**config.mk**
```make
export PLATFORM = sky130hd
export DESIGN_NAME = rv_core_top
export DESIGN_NICKNAME = d
export VERILOG_FILES = /design/src/verilog/core_pkg.sv /design/src/verilog/inst_decode.sv /design/src/verilog/int_alu.sv /design/src/verilog/branch_unit.sv /design/src/verilog/reg_file_wb.sv /design/src/verilog/rv_core_top.sv
export SDC_FILE = /design/constraint.sdc
export NUM_CORES = 2
export LEC_CHECK = 0
export ABC_AREA = 1
export BUFFER_PORTS_ARGS = -buffer_cell sky130_fd_sc_hd__buf_2
export CORE_UTILIZATION = 45
export DETAILED_ROUTE_END_ITERATION = 12
export HOLD_SLACK_MARGIN = 0.03
export PLACE_DENSITY_LB_ADDON = 0.12
export SYNTH_ARGS = -nofsm -noshare
export SYNTH_HDL_FRONTEND = slang
export SYNTH_SLANG_ARGS = --single-unit
```
**constraint.sdc**
```tcl
create_clock -name clk -period 4.1 [get_ports clk]
set_clock_uncertainty 0.15 [all_clocks]
set_input_delay 0 -clock clk [delete_from_list [all_inputs] [get_ports clk]]
set_output_delay 0 -clock clk [all_outputs]
set_load 0.05 [all_outputs]
```
**src/verilog/core_pkg.sv**
```systemverilog
`default_nettype none

package core_pkg;

    localparam int XLEN = 32;

    typedef logic [XLEN-1:0] word_t;
    typedef logic [4:0]      reg_idx_t;

    // base opcodes
    localparam logic [6:0] OPC_OP     = 7'b0110011;
    localparam logic [6:0] OPC_OPIMM  = 7'b0010011;
    localparam logic [6:0] OPC_LUI    = 7'b0110111;
    localparam logic [6:0] OPC_AUIPC  = 7'b0010111;
    localparam logic [6:0] OPC_JAL    = 7'b1101111;
    localparam logic [6:0] OPC_JALR   = 7'b1100111;
    localparam logic [6:0] OPC_BRANCH = 7'b1100011;

    typedef enum logic [3:0] {
        ALU_ADD, ALU_SUB, ALU_AND, ALU_OR, ALU_XOR, ALU_SLT,
        ALU_SLTU, ALU_SLL, ALU_SRL, ALU_SRA, ALU_PASSB
    } alu_op_e;

    typedef enum logic [3:0] {
        BR_NONE, BR_BEQ, BR_BNE, BR_BLT, BR_BGE, BR_BLTU, BR_BGEU, BR_JAL, BR_JALR
    } br_op_e;

    typedef enum logic [1:0] {OP1_RS1, OP1_PC, OP1_ZERO} op1_sel_e;
    typedef enum logic [1:0] {OP2_RS2, OP2_IMM} op2_sel_e;
    typedef enum logic {WB_ALU, WB_LINK} wb_sel_e;

    ////////////////////
    // instruction word views

    typedef struct packed {
        logic [6:0] funct7;
        reg_idx_t   rs2;
        reg_idx_t   rs1;
        logic [2:0] funct3;
        reg_idx_t   rd;
        logic [6:0] opcode;
    } inst_r_t;

    typedef struct packed {
        logic [19:0] upper;
        reg_idx_t    rd;
        logic [6:0]  opcode;
    } inst_uj_t;

    typedef union packed {
        inst_r_t  r;
        inst_uj_t uj;
    } inst_word_u;

    ////////////////////
    // control and stage records

    typedef struct packed {
        alu_op_e  alu_op;
        br_op_e   br_op;
        op1_sel_e op1_sel;
        op2_sel_e op2_sel;
        wb_sel_e  wb_sel;
        logic     rf_wen;
        reg_idx_t rd;
        reg_idx_t rs1;
        reg_idx_t rs2;
    } ctrl_t;

    typedef struct packed {
        logic       valid;
        word_t      pc;
        inst_word_u inst;
    } fetch_t;

    typedef struct packed {
        logic  valid;
        word_t pc;
        ctrl_t ctrl;
        word_t op1;
        word_t op2;
        word_t rs2_val;
        word_t imm;
    } exe_t;

    typedef struct packed {
        logic     valid;
        word_t    pc;
        logic     rf_wen;
        reg_idx_t rd;
        word_t    wdata;
    } retire_t;

    typedef struct packed {
        logic  valid;
        word_t pc;
    } redirect_t;

    typedef struct packed {
        logic     valid;
        reg_idx_t rd;
        word_t    data;
    } fwd_t;

endpackage

`default_nettype wire

```
**src/verilog/inst_decode.sv**
```systemverilog
`timescale 1ns/1ps
`default_nettype none

module inst_decode (
    input  core_pkg::inst_word_u inst_i,
    output core_pkg::ctrl_t      ctrl_o,
    output core_pkg::word_t      imm_o
);
    import core_pkg::*;

    word_t   imm_i_type;
    word_t   imm_b_type;
    word_t   imm_u_type;
    word_t   imm_j_type;
    alu_op_e alu_dec;

    assign imm_i_type = {{20{inst_i.r.funct7[6]}}, inst_i.r.funct7, inst_i.r.rs2};
    assign imm_b_type = {{19{inst_i.r.funct7[6]}}, inst_i.r.funct7[6], inst_i.r.rd[0],
                         inst_i.r.funct7[5:0], inst_i.r.rd[4:1], 1'b0};
    assign imm_u_type = {inst_i.uj.upper, 12'h000};
    // J format scatters imm[20|10:1|11|19:12] over the upper field
    assign imm_j_type = {{11{inst_i.uj.upper[19]}}, inst_i.uj.upper[19],
                         inst_i.uj.upper[7:0], inst_i.uj.upper[8],
                         inst_i.uj.upper[18:9], 1'b0};

    // funct3 map shared by OP and OP-IMM
    always_comb begin
        case (inst_i.r.funct3)
            3'b000:  alu_dec = ALU_ADD;
            3'b001:  alu_dec = ALU_SLL;
            3'b010:  alu_dec = ALU_SLT;
            3'b011:  alu_dec = ALU_SLTU;
            3'b100:  alu_dec = ALU_XOR;
            3'b101:  alu_dec = inst_i.r.funct7[5] ? ALU_SRA : ALU_SRL;
            3'b110:  alu_dec = ALU_OR;
            default: alu_dec = ALU_AND;
        endcase
    end

    always_comb begin
        ctrl_o.alu_op  = ALU_ADD;
        ctrl_o.br_op   = BR_NONE;
        ctrl_o.op1_sel = OP1_RS1;
        ctrl_o.op2_sel = OP2_RS2;
        ctrl_o.wb_sel  = WB_ALU;
        ctrl_o.rf_wen  = 1'b0;
        ctrl_o.rd      = inst_i.r.rd;
        ctrl_o.rs1     = inst_i.r.rs1;
        ctrl_o.rs2     = inst_i.r.rs2;
        imm_o          = '0;

        case (inst_i.r.opcode)
            OPC_OP: begin
                ctrl_o.rf_wen = 1'b1;
                ctrl_o.alu_op = (inst_i.r.funct3 == 3'b000 && inst_i.r.funct7[5]) ?
                                ALU_SUB : alu_dec;
            end
            OPC_OPIMM: begin
                ctrl_o.rf_wen  = 1'b1;
                ctrl_o.alu_op  = alu_dec;
                ctrl_o.op2_sel = OP2_IMM;
                ctrl_o.rs2     = '0;
                imm_o          = imm_i_type;
            end
            OPC_LUI, OPC_AUIPC: begin
                ctrl_o.rf_wen  = 1'b1;
                ctrl_o.alu_op  = (inst_i.uj.opcode == OPC_LUI) ? ALU_PASSB : ALU_ADD;
                ctrl_o.op1_sel = OP1_PC;
                ctrl_o.op2_sel = OP2_IMM;
                ctrl_o.rd      = inst_i.uj.rd;
                ctrl_o.rs1     = '0;
                ctrl_o.rs2     = '0;
                imm_o          = imm_u_type;
            end
            OPC_JAL: begin
                ctrl_o.rf_wen  = 1'b1;
                ctrl_o.br_op   = BR_JAL;
                ctrl_o.wb_sel  = WB_LINK;
                ctrl_o.op1_sel = OP1_ZERO;
                ctrl_o.rd      = inst_i.uj.rd;
                ctrl_o.rs1     = '0;
                ctrl_o.rs2     = '0;
                imm_o          = imm_j_type;
            end
            OPC_JALR: begin
                ctrl_o.rf_wen = 1'b1;
                ctrl_o.br_op  = BR_JALR;
                ctrl_o.wb_sel = WB_LINK;
                ctrl_o.rs2    = '0;
                imm_o         = imm_i_type;
            end
            OPC_BRANCH: begin
                case (inst_i.r.funct3)
                    3'b000:  ctrl_o.br_op = BR_BEQ;
                    3'b001:  ctrl_o.br_op = BR_BNE;
                    3'b100:  ctrl_o.br_op = BR_BLT;
                    3'b101:  ctrl_o.br_op = BR_BGE;
                    3'b110:  ctrl_o.br_op = BR_BLTU;
                    3'b111:  ctrl_o.br_op = BR_BGEU;
                    default: ctrl_o.br_op = BR_NONE;
                endcase
                imm_o = imm_b_type;
            end
            // anything else retires as a no-op
            default: begin
                ctrl_o.rs1 = '0;
                ctrl_o.rs2 = '0;
            end
        endcase
    end

endmodule

`default_nettype wire

```
**src/verilog/int_alu.sv**
```systemverilog
`timescale 1ns/1ps
`default_nettype none

module int_alu (
    input  core_pkg::alu_op_e op_i,
    input  core_pkg::word_t   a_i,
    input  core_pkg::word_t   b_i,
    output core_pkg::word_t   result_o
);
    import core_pkg::*;

    logic [4:0] shamt;
    logic       lt_signed;
    logic       lt_unsigned;

    assign shamt       = b_i[4:0];
    assign lt_signed   = $signed(a_i) < $signed(b_i);
    assign lt_unsigned = a_i < b_i;

    always_comb begin
        case (op_i)
            ALU_ADD:  result_o = a_i + b_i;
            ALU_SUB:  result_o = a_i - b_i;
            ALU_AND:  result_o = a_i & b_i;
            ALU_OR:   result_o = a_i | b_i;
            ALU_XOR:  result_o = a_i ^ b_i;
            ALU_SLT:  result_o = {{(XLEN-1){1'b0}}, lt_signed};
            ALU_SLTU: result_o = {{(XLEN-1){1'b0}}, lt_unsigned};
            ALU_SLL:  result_o = a_i << shamt;
            ALU_SRL:  result_o = a_i >> shamt;
            ALU_SRA:  result_o = word_t'($signed(a_i) >>> shamt);
            // pass-b, LUI
            default:  result_o = b_i;
        endcase
    end

endmodule

`default_nettype wire

```
**src/verilog/branch_unit.sv**
```systemverilog
`timescale 1ns/1ps
`default_nettype none

module branch_unit (
    input  core_pkg::br_op_e br_i,
    input  core_pkg::word_t  pc_i,
    input  core_pkg::word_t  rs1_i,
    input  core_pkg::word_t  rs2_i,
    input  core_pkg::word_t  imm_i,
    output logic             taken_o,
    output core_pkg::word_t  target_o,
    output core_pkg::word_t  link_o
);
    import core_pkg::*;

    logic  eq;
    logic  lt;
    logic  ltu;
    word_t jalr_sum;

    assign eq  = rs1_i == rs2_i;
    assign lt  = $signed(rs1_i) < $signed(rs2_i);
    assign ltu = rs1_i < rs2_i;

    always_comb begin
        case (br_i)
            BR_BEQ:          taken_o = eq;
            BR_BNE:          taken_o = ~eq;
            BR_BLT:          taken_o = lt;
            BR_BGE:          taken_o = ~lt;
            BR_BLTU:         taken_o = ltu;
            BR_BGEU:         taken_o = ~ltu;
            BR_JAL, BR_JALR: taken_o = 1'b1;
            default:         taken_o = 1'b0;
        endcase
    end

    // jalr drops bit 0 of the sum
    assign jalr_sum = rs1_i + imm_i;
    assign target_o = (br_i == BR_JALR) ? {jalr_sum[XLEN-1:1], 1'b0} : pc_i + imm_i;
    assign link_o   = pc_i + 32'd4;

endmodule

`default_nettype wire

```
**src/verilog/reg_file_wb.sv**
```systemverilog
`timescale 1ns/1ps
`default_nettype none

module reg_file_wb #(
    parameter int NUM_REGS = 32
) (
    input  logic              clk,
    input  logic              rst_n_i,
    input  logic              dec_valid_i,
    input  core_pkg::ctrl_t   ctrl_i,
    input  core_pkg::word_t   pc_i,
    input  core_pkg::word_t   imm_i,
    input  core_pkg::fwd_t    exe_fwd_i,
    input  core_pkg::exe_t    exe_i,
    input  core_pkg::word_t   alu_result_i,
    input  core_pkg::word_t   link_i,
    input  logic              flush_i,
    output core_pkg::word_t   op1_o,
    output core_pkg::word_t   op2_o,
    output core_pkg::word_t   rs2_val_o,
    output core_pkg::retire_t retire_o
);
    import core_pkg::*;

    localparam int IDX_W = $clog2(NUM_REGS);

    word_t    regs [NUM_REGS];
    retire_t  wb_q;
    logic     rd_en;
    reg_idx_t src_idx [2];
    word_t    src_val [2];

    ////////////////////
    // operand read

    // no read for a squashed or empty decode slot
    assign rd_en      = dec_valid_i & ~flush_i;
    assign src_idx[0] = ctrl_i.rs1;
    assign src_idx[1] = ctrl_i.rs2;

    // newest producer wins, x0 and unmapped indices read zero
    always_comb begin
        for (int s = 0; s < 2; s++) begin
            src_val[s] = '0;
            if (rd_en && src_idx[s] != '0 && int'(src_idx[s]) < NUM_REGS) begin
                if (exe_fwd_i.valid && exe_fwd_i.rd == src_idx[s]) begin
                    src_val[s] = exe_fwd_i.data;
                end else if (wb_q.valid && wb_q.rf_wen && wb_q.rd == src_idx[s]) begin
                    src_val[s] = wb_q.wdata;
                end else begin
                    src_val[s] = regs[src_idx[s][IDX_W-1:0]];
                end
            end
        end
    end

    always_comb begin
        case (ctrl_i.op1_sel)
            OP1_RS1: op1_o = src_val[0];
            OP1_PC:  op1_o = pc_i;
            default: op1_o = '0;
        endcase
        op2_o     = (ctrl_i.op2_sel == OP2_IMM) ? imm_i : src_val[1];
        rs2_val_o = src_val[1];
    end

    ////////////////////
    // writeback

    always_ff @(posedge clk or negedge rst_n_i) begin
        if (!rst_n_i) begin
            wb_q.valid <= 1'b0;
        end else begin
            wb_q.valid  <= exe_i.valid;
            wb_q.pc     <= exe_i.pc;
            wb_q.rf_wen <= exe_i.ctrl.rf_wen;
            wb_q.rd     <= exe_i.ctrl.rd;
            wb_q.wdata  <= (exe_i.ctrl.wb_sel == WB_LINK) ? link_i : alu_result_i;
        end
    end

    always_ff @(posedge clk) begin
        if (wb_q.valid && wb_q.rf_wen && wb_q.rd != '0 && int'(wb_q.rd) < NUM_REGS) begin
            regs[wb_q.rd[IDX_W-1:0]] <= wb_q.wdata;
        end
    end

    assign retire_o = wb_q;

endmodule

`default_nettype wire

```
**src/verilog/rv_core_top.sv**
```systemverilog
`timescale 1ns/1ps
`default_nettype none

module rv_core_top #(
    parameter int NUM_REGS = 32
) (
    input  logic                clk,
    input  logic                rst_n_i,
    input  core_pkg::fetch_t    fetch_i,
    output core_pkg::redirect_t redirect_o,
    output core_pkg::retire_t   retire_o
);
    import core_pkg::*;

    fetch_t    dec_q;
    exe_t      exe_q;
    redirect_t redirect_q;

    ctrl_t dec_ctrl;
    word_t dec_imm;
    word_t dec_op1;
    word_t dec_op2;
    word_t dec_rs2_val;

    word_t alu_result;
    logic  br_taken;
    word_t br_target;
    word_t br_link;
    logic  flush;
    fwd_t  exe_fwd;

    // taken branch or jump in execute kills everything younger
    assign flush = exe_q.valid & br_taken;

    always_comb begin
        exe_fwd.valid = exe_q.valid & exe_q.ctrl.rf_wen;
        exe_fwd.rd    = exe_q.ctrl.rd;
        exe_fwd.data  = (exe_q.ctrl.wb_sel == WB_LINK) ? br_link : alu_result;
    end

    ////////////////////
    // pipeline registers

    always_ff @(posedge clk or negedge rst_n_i) begin
        if (!rst_n_i) begin
            dec_q.valid <= 1'b0;
        end else begin
            // fetch during the redirect cycle is still on the old path
            dec_q.valid <= fetch_i.valid & ~flush & ~redirect_q.valid;
            dec_q.pc    <= fetch_i.pc;
            dec_q.inst  <= fetch_i.inst;
        end
    end

    always_ff @(posedge clk or negedge rst_n_i) begin
        if (!rst_n_i) begin
            exe_q.valid <= 1'b0;
        end else begin
            exe_q.valid   <= dec_q.valid & ~flush;
            exe_q.pc      <= dec_q.pc;
            exe_q.ctrl    <= dec_ctrl;
            exe_q.op1     <= dec_op1;
            exe_q.op2     <= dec_op2;
            exe_q.rs2_val <= dec_rs2_val;
            exe_q.imm     <= dec_imm;
        end
    end

    // registered so fetch never sees the execute compare directly
    always_ff @(posedge clk or negedge rst_n_i) begin
        if (!rst_n_i) begin
            redirect_q.valid <= 1'b0;
        end else begin
            redirect_q.valid <= flush;
            redirect_q.pc    <= br_target;
        end
    end

    assign redirect_o = redirect_q;

    ////////////////////
    // datapath

    inst_decode u_decode (
        .inst_i (dec_q.inst),
        .ctrl_o (dec_ctrl),
        .imm_o  (dec_imm)
    );

    int_alu u_alu (
        .op_i     (exe_q.ctrl.alu_op),
        .a_i      (exe_q.op1),
        .b_i      (exe_q.op2),
        .result_o (alu_result)
    );

    branch_unit u_branch (
        .br_i     (exe_q.ctrl.br_op),
        .pc_i     (exe_q.pc),
        .rs1_i    (exe_q.op1),
        .rs2_i    (exe_q.rs2_val),
        .imm_i    (exe_q.imm),
        .taken_o  (br_taken),
        .target_o (br_target),
        .link_o   (br_link)
    );

    reg_file_wb #(
        .NUM_REGS (NUM_REGS)
    ) u_rf_wb (
        .clk          (clk),
        .rst_n_i      (rst_n_i),
        .dec_valid_i  (dec_q.valid),
        .ctrl_i       (dec_ctrl),
        .pc_i         (dec_q.pc),
        .imm_i        (dec_imm),
        .exe_fwd_i    (exe_fwd),
        .exe_i        (exe_q),
        .alu_result_i (alu_result),
        .link_i       (br_link),
        .flush_i      (flush),
        .op1_o        (dec_op1),
        .op2_o        (dec_op2),
        .rs2_val_o    (dec_rs2_val),
        .retire_o     (retire_o)
    );

endmodule

`default_nettype wire

```
==> results.json <==
{
  "crit_path_max_fanout": 31,
  "hold_violations": 0,
  "reg2reg_depth": 17,
  "clkTransAtPathRegs_ps": 60,
  "antenna_found_initial": 18,
  "max_freq_mhz": 245,
  "dr_wl_met3_mm": 41.6,
  "wl_met1_mm": 142,
  "pre_cts_ws_ps": 114,
  "crit_type": "flip-flop to flip-flop",
  "clock-root-buffer": "clkbuf_16",
  "area_growth_pct": 16.5,
  "p_leak_nw": 40.6,
  "async_reset_ff_share_pct": 0.292,
  "vias": 80776,
  "wirelength_mm": 379,
  "slew_headroom_pct": 11.5,
  "whs_endpoint": "redirect_o[11]",
  "holdPathStages": 2,
  "min_from": "rst_n_i",
  "outcome": "finished clean",
  "ys_seq_elements": 1369,
  "cts_tree": "done",
  "slew_viol_final": 0,
  "critPathRequiredTime_ps": 4570,
  "synth.avg_cell_area_um2": 7.94,
  "route.detailed.drc": 0,
  "placementRows": 155,
  "reg2reg_to": "exe_q[69]",
  "tns_ps": 0,
  "first_iter_violations": 11955,
  "dp_hpwl_mm": 249,
  "synth_most_common_cell": "nand2_1",
  "setup_violations": 0,
  "worst_slack_ps": 18.1,
  "cp.arrival_ps": 4550,
  "crit_path_start": "dec_q[4]",
  "cts_max_path_buffers": 3,
  "hp-class": "primary input to flip-flop",
  "io_buffer_count": 170,
  "ant_nets": 0,
  "num-nets-final": 10958,
  "fp.dieH_um": 428,
  "cp-start-kind": "flip-flop",
  "cts_made_buffers": 155,
  "drive_gt1_share_pct": 9.13,
  "maxCapViolations": 0,
  "htree_levels": 4,
  "fp.dieArea_mm2": 0.183,
  "die_w_um": 428,
  "tightest_slew_ps": 1330,
  "synth_cell_type_count": 53,
  "gp_congestion": 1.03,
  "grt_max_degree": 100,
  "dr.max_layer_used": "met5",
  "post-route-period-util_pct": 99.6,
  "powerDensity_mw_per_mm2": 361,
  "fin_crit_ps": 4080,
  "dr.pass1.iters": 9,
  "rsz0062_at_grt": "no",
  "cts_sinks": 1369,
  "yosys-top-cells-area": "edfxtp_1 (50%), nand2_1 (15%), nand3_1 (14%)",
  "start_util_pct": 45.5,
  "placed_cells": 12755,
  "synthCells": 10286,
  "grt_pass1_wl_mm": 535,
  "yosysTopAreaCell": "edfxtp_1",
  "via_per_inst": 6.13,
  "track_usage_pct": 40.2,
  "reg2reg_slack_ps": 20,
  "synth_edf_count": 1365,
  "placed_area_mm2": 0.0889,
  "netlist.area_leader.share_pct": 50.2,
  "grt-ovfl-total": 0,
  "synth_flop_cell": "edfxtp_1",
  "instances_no_fill": 13170,
  "endpoint_kind": "flip-flop",
  "fin_area_mm2": 0.0951,
  "synth_common_cells": "nand2_1 (3,365), nand3_1 (2,253), edfxtp_1 (1,365)",
  "r2r-start": "dec_q[4]",
  "wl_met2_mm": 169,
  "grt_pass1_vias": 74518,
  "core-area_mm2": 0.179,
  "syn_area_mm2": 0.0817,
  "clkLatencyLatePin_ps": 840,
  "synth-warning-count": 0,
  "yosysSeqAreaShare_pct": 50.3,
  "floorplan.io_pins": 171,
  "peakVddDrop_v": 0.000382,
  "wl_per_cell_um": 28.8
}
[logic make-up after synthesis]
| group | synth area share [%] |
|---|---|
| AO/OA/AOI/OAI | 5.85 |
| XOR/XNOR | 0.322 |
| adder cells (fa/ha/maj) | 3.07 |
| buffers and inverters | 7.06 |
| flip-flops | 50.3 |
| multiplexers | 0.0245 |
| other | 0.00459 |
| AND/OR/NAND/NOR | 33.4 |
[power breakdown]
group          leakage, nW  switching, W  internal (W)
Sequential            12.7      0.000320        0.0158
Combinational         25.5       0.00335       0.00123
Clock                 2.32       0.00609       0.00749
[final cells by class]
cell class / count / area [um^2]
inverters: 854 / 3270
diodes: 6 / 15.0
multi-input cells: 7488 / 35300
repair buffers: 825 / 7680
flip-flops and latches: 1369 / 41100
well taps: 2355 / 2950
fillers: 16823 / 84300
clock buffers: 198 / 4100
clock inverters: 75 / 708
[cells in the final DEF, fill, tap and decap left out, drive strengths merged, types with 6 or more instances in the layout]
master       count
nand2         3369
nand3         2254
edfxtp        1365
inv            840
buf            694
nor2           542
a21oi          344
o21ai          328
clkbuf         198
ha             194
dlygate4sd3    131
nand4          101
clkinv          79
o211ai          68
nor3            42
conb            32
xor2            22
o2111ai         22
nor4            19
o21bai          18
or2             17
and2            14
o22ai           14
a21o            10
o221ai           9
xnor2            8
a31oi            8
a221oi           8
o21a             7
diode            6
nand3b           6
a211oi           6
bufinv           6
[stage by stage]
step / power, W / hold slack [ps] / utilization, %
final: 0.0343 / 176 / 53.0
after global routing: 0.0352 / 196 / 53.0
after CTS: 0.0342 / 201 / 53.0
after detailed placement: 0.0208 / 28.1 / 49.6
after global placement: 0.0208 / 27.2 / 49.6
after floorplan: 0.0186 / -446 / -
[critical path, stage by stage, from the launching register on]
cell and delay [ps]:
edfxtp_1 440, inv_1 130, nand3_1 160, a21oi_4 400, nand2_8 230, clkinv_8 290, buf_12 260, buf_4 200
a21oi_1 40, o21ai_0 100, nand3_1 120, nand3_1 140, nand3_1 130, nand3_1 270, nand2_1 130, nand2_1 230
nand2_1 130, nand2_1 240
[metal layers]
layer | up-vias | track usage (%)
li1 | 35592 | -
met1 | 38381 | 52.0
met2 | 5579 | 62.8
met3 | 1212 | 7.66
met4 | 12 | 24.1
met5 | - | 0
[worst max path at each step]
stage                         endpoint  slack (ps)  cells past startpoint
floorplan           u_rf_wb.regs[2][0]         150                      4
global placement             exe_q[71]         130                     15
detailed placement           exe_q[71]         110                     15
CTS                          exe_q[71]          70                     15
global route                 exe_q[68]          10                     17
finish                       exe_q[69]          20                     17
[repair_timing]
action / in CTS / in global routing
gates resized for setup: 0 / 11
setup endpoints to repair: 0 / 21
buffers inserted: 0 / 5
hold endpoints to repair: 377 / 0
hold buffers: 131 / 0
[registers in the layout, summed over array words and instances, names as in the netlist]
| signal | cells |
|---|---|
| u_rf_wb.regs | 1024 |
| exe_q | 171 |
| dec_q | 65 |
| redirect_o | 33 |
| exe_fwd | 5 |
| u_rf_wb.retire_o | 71 |
(Power assumes the default switching activity.)
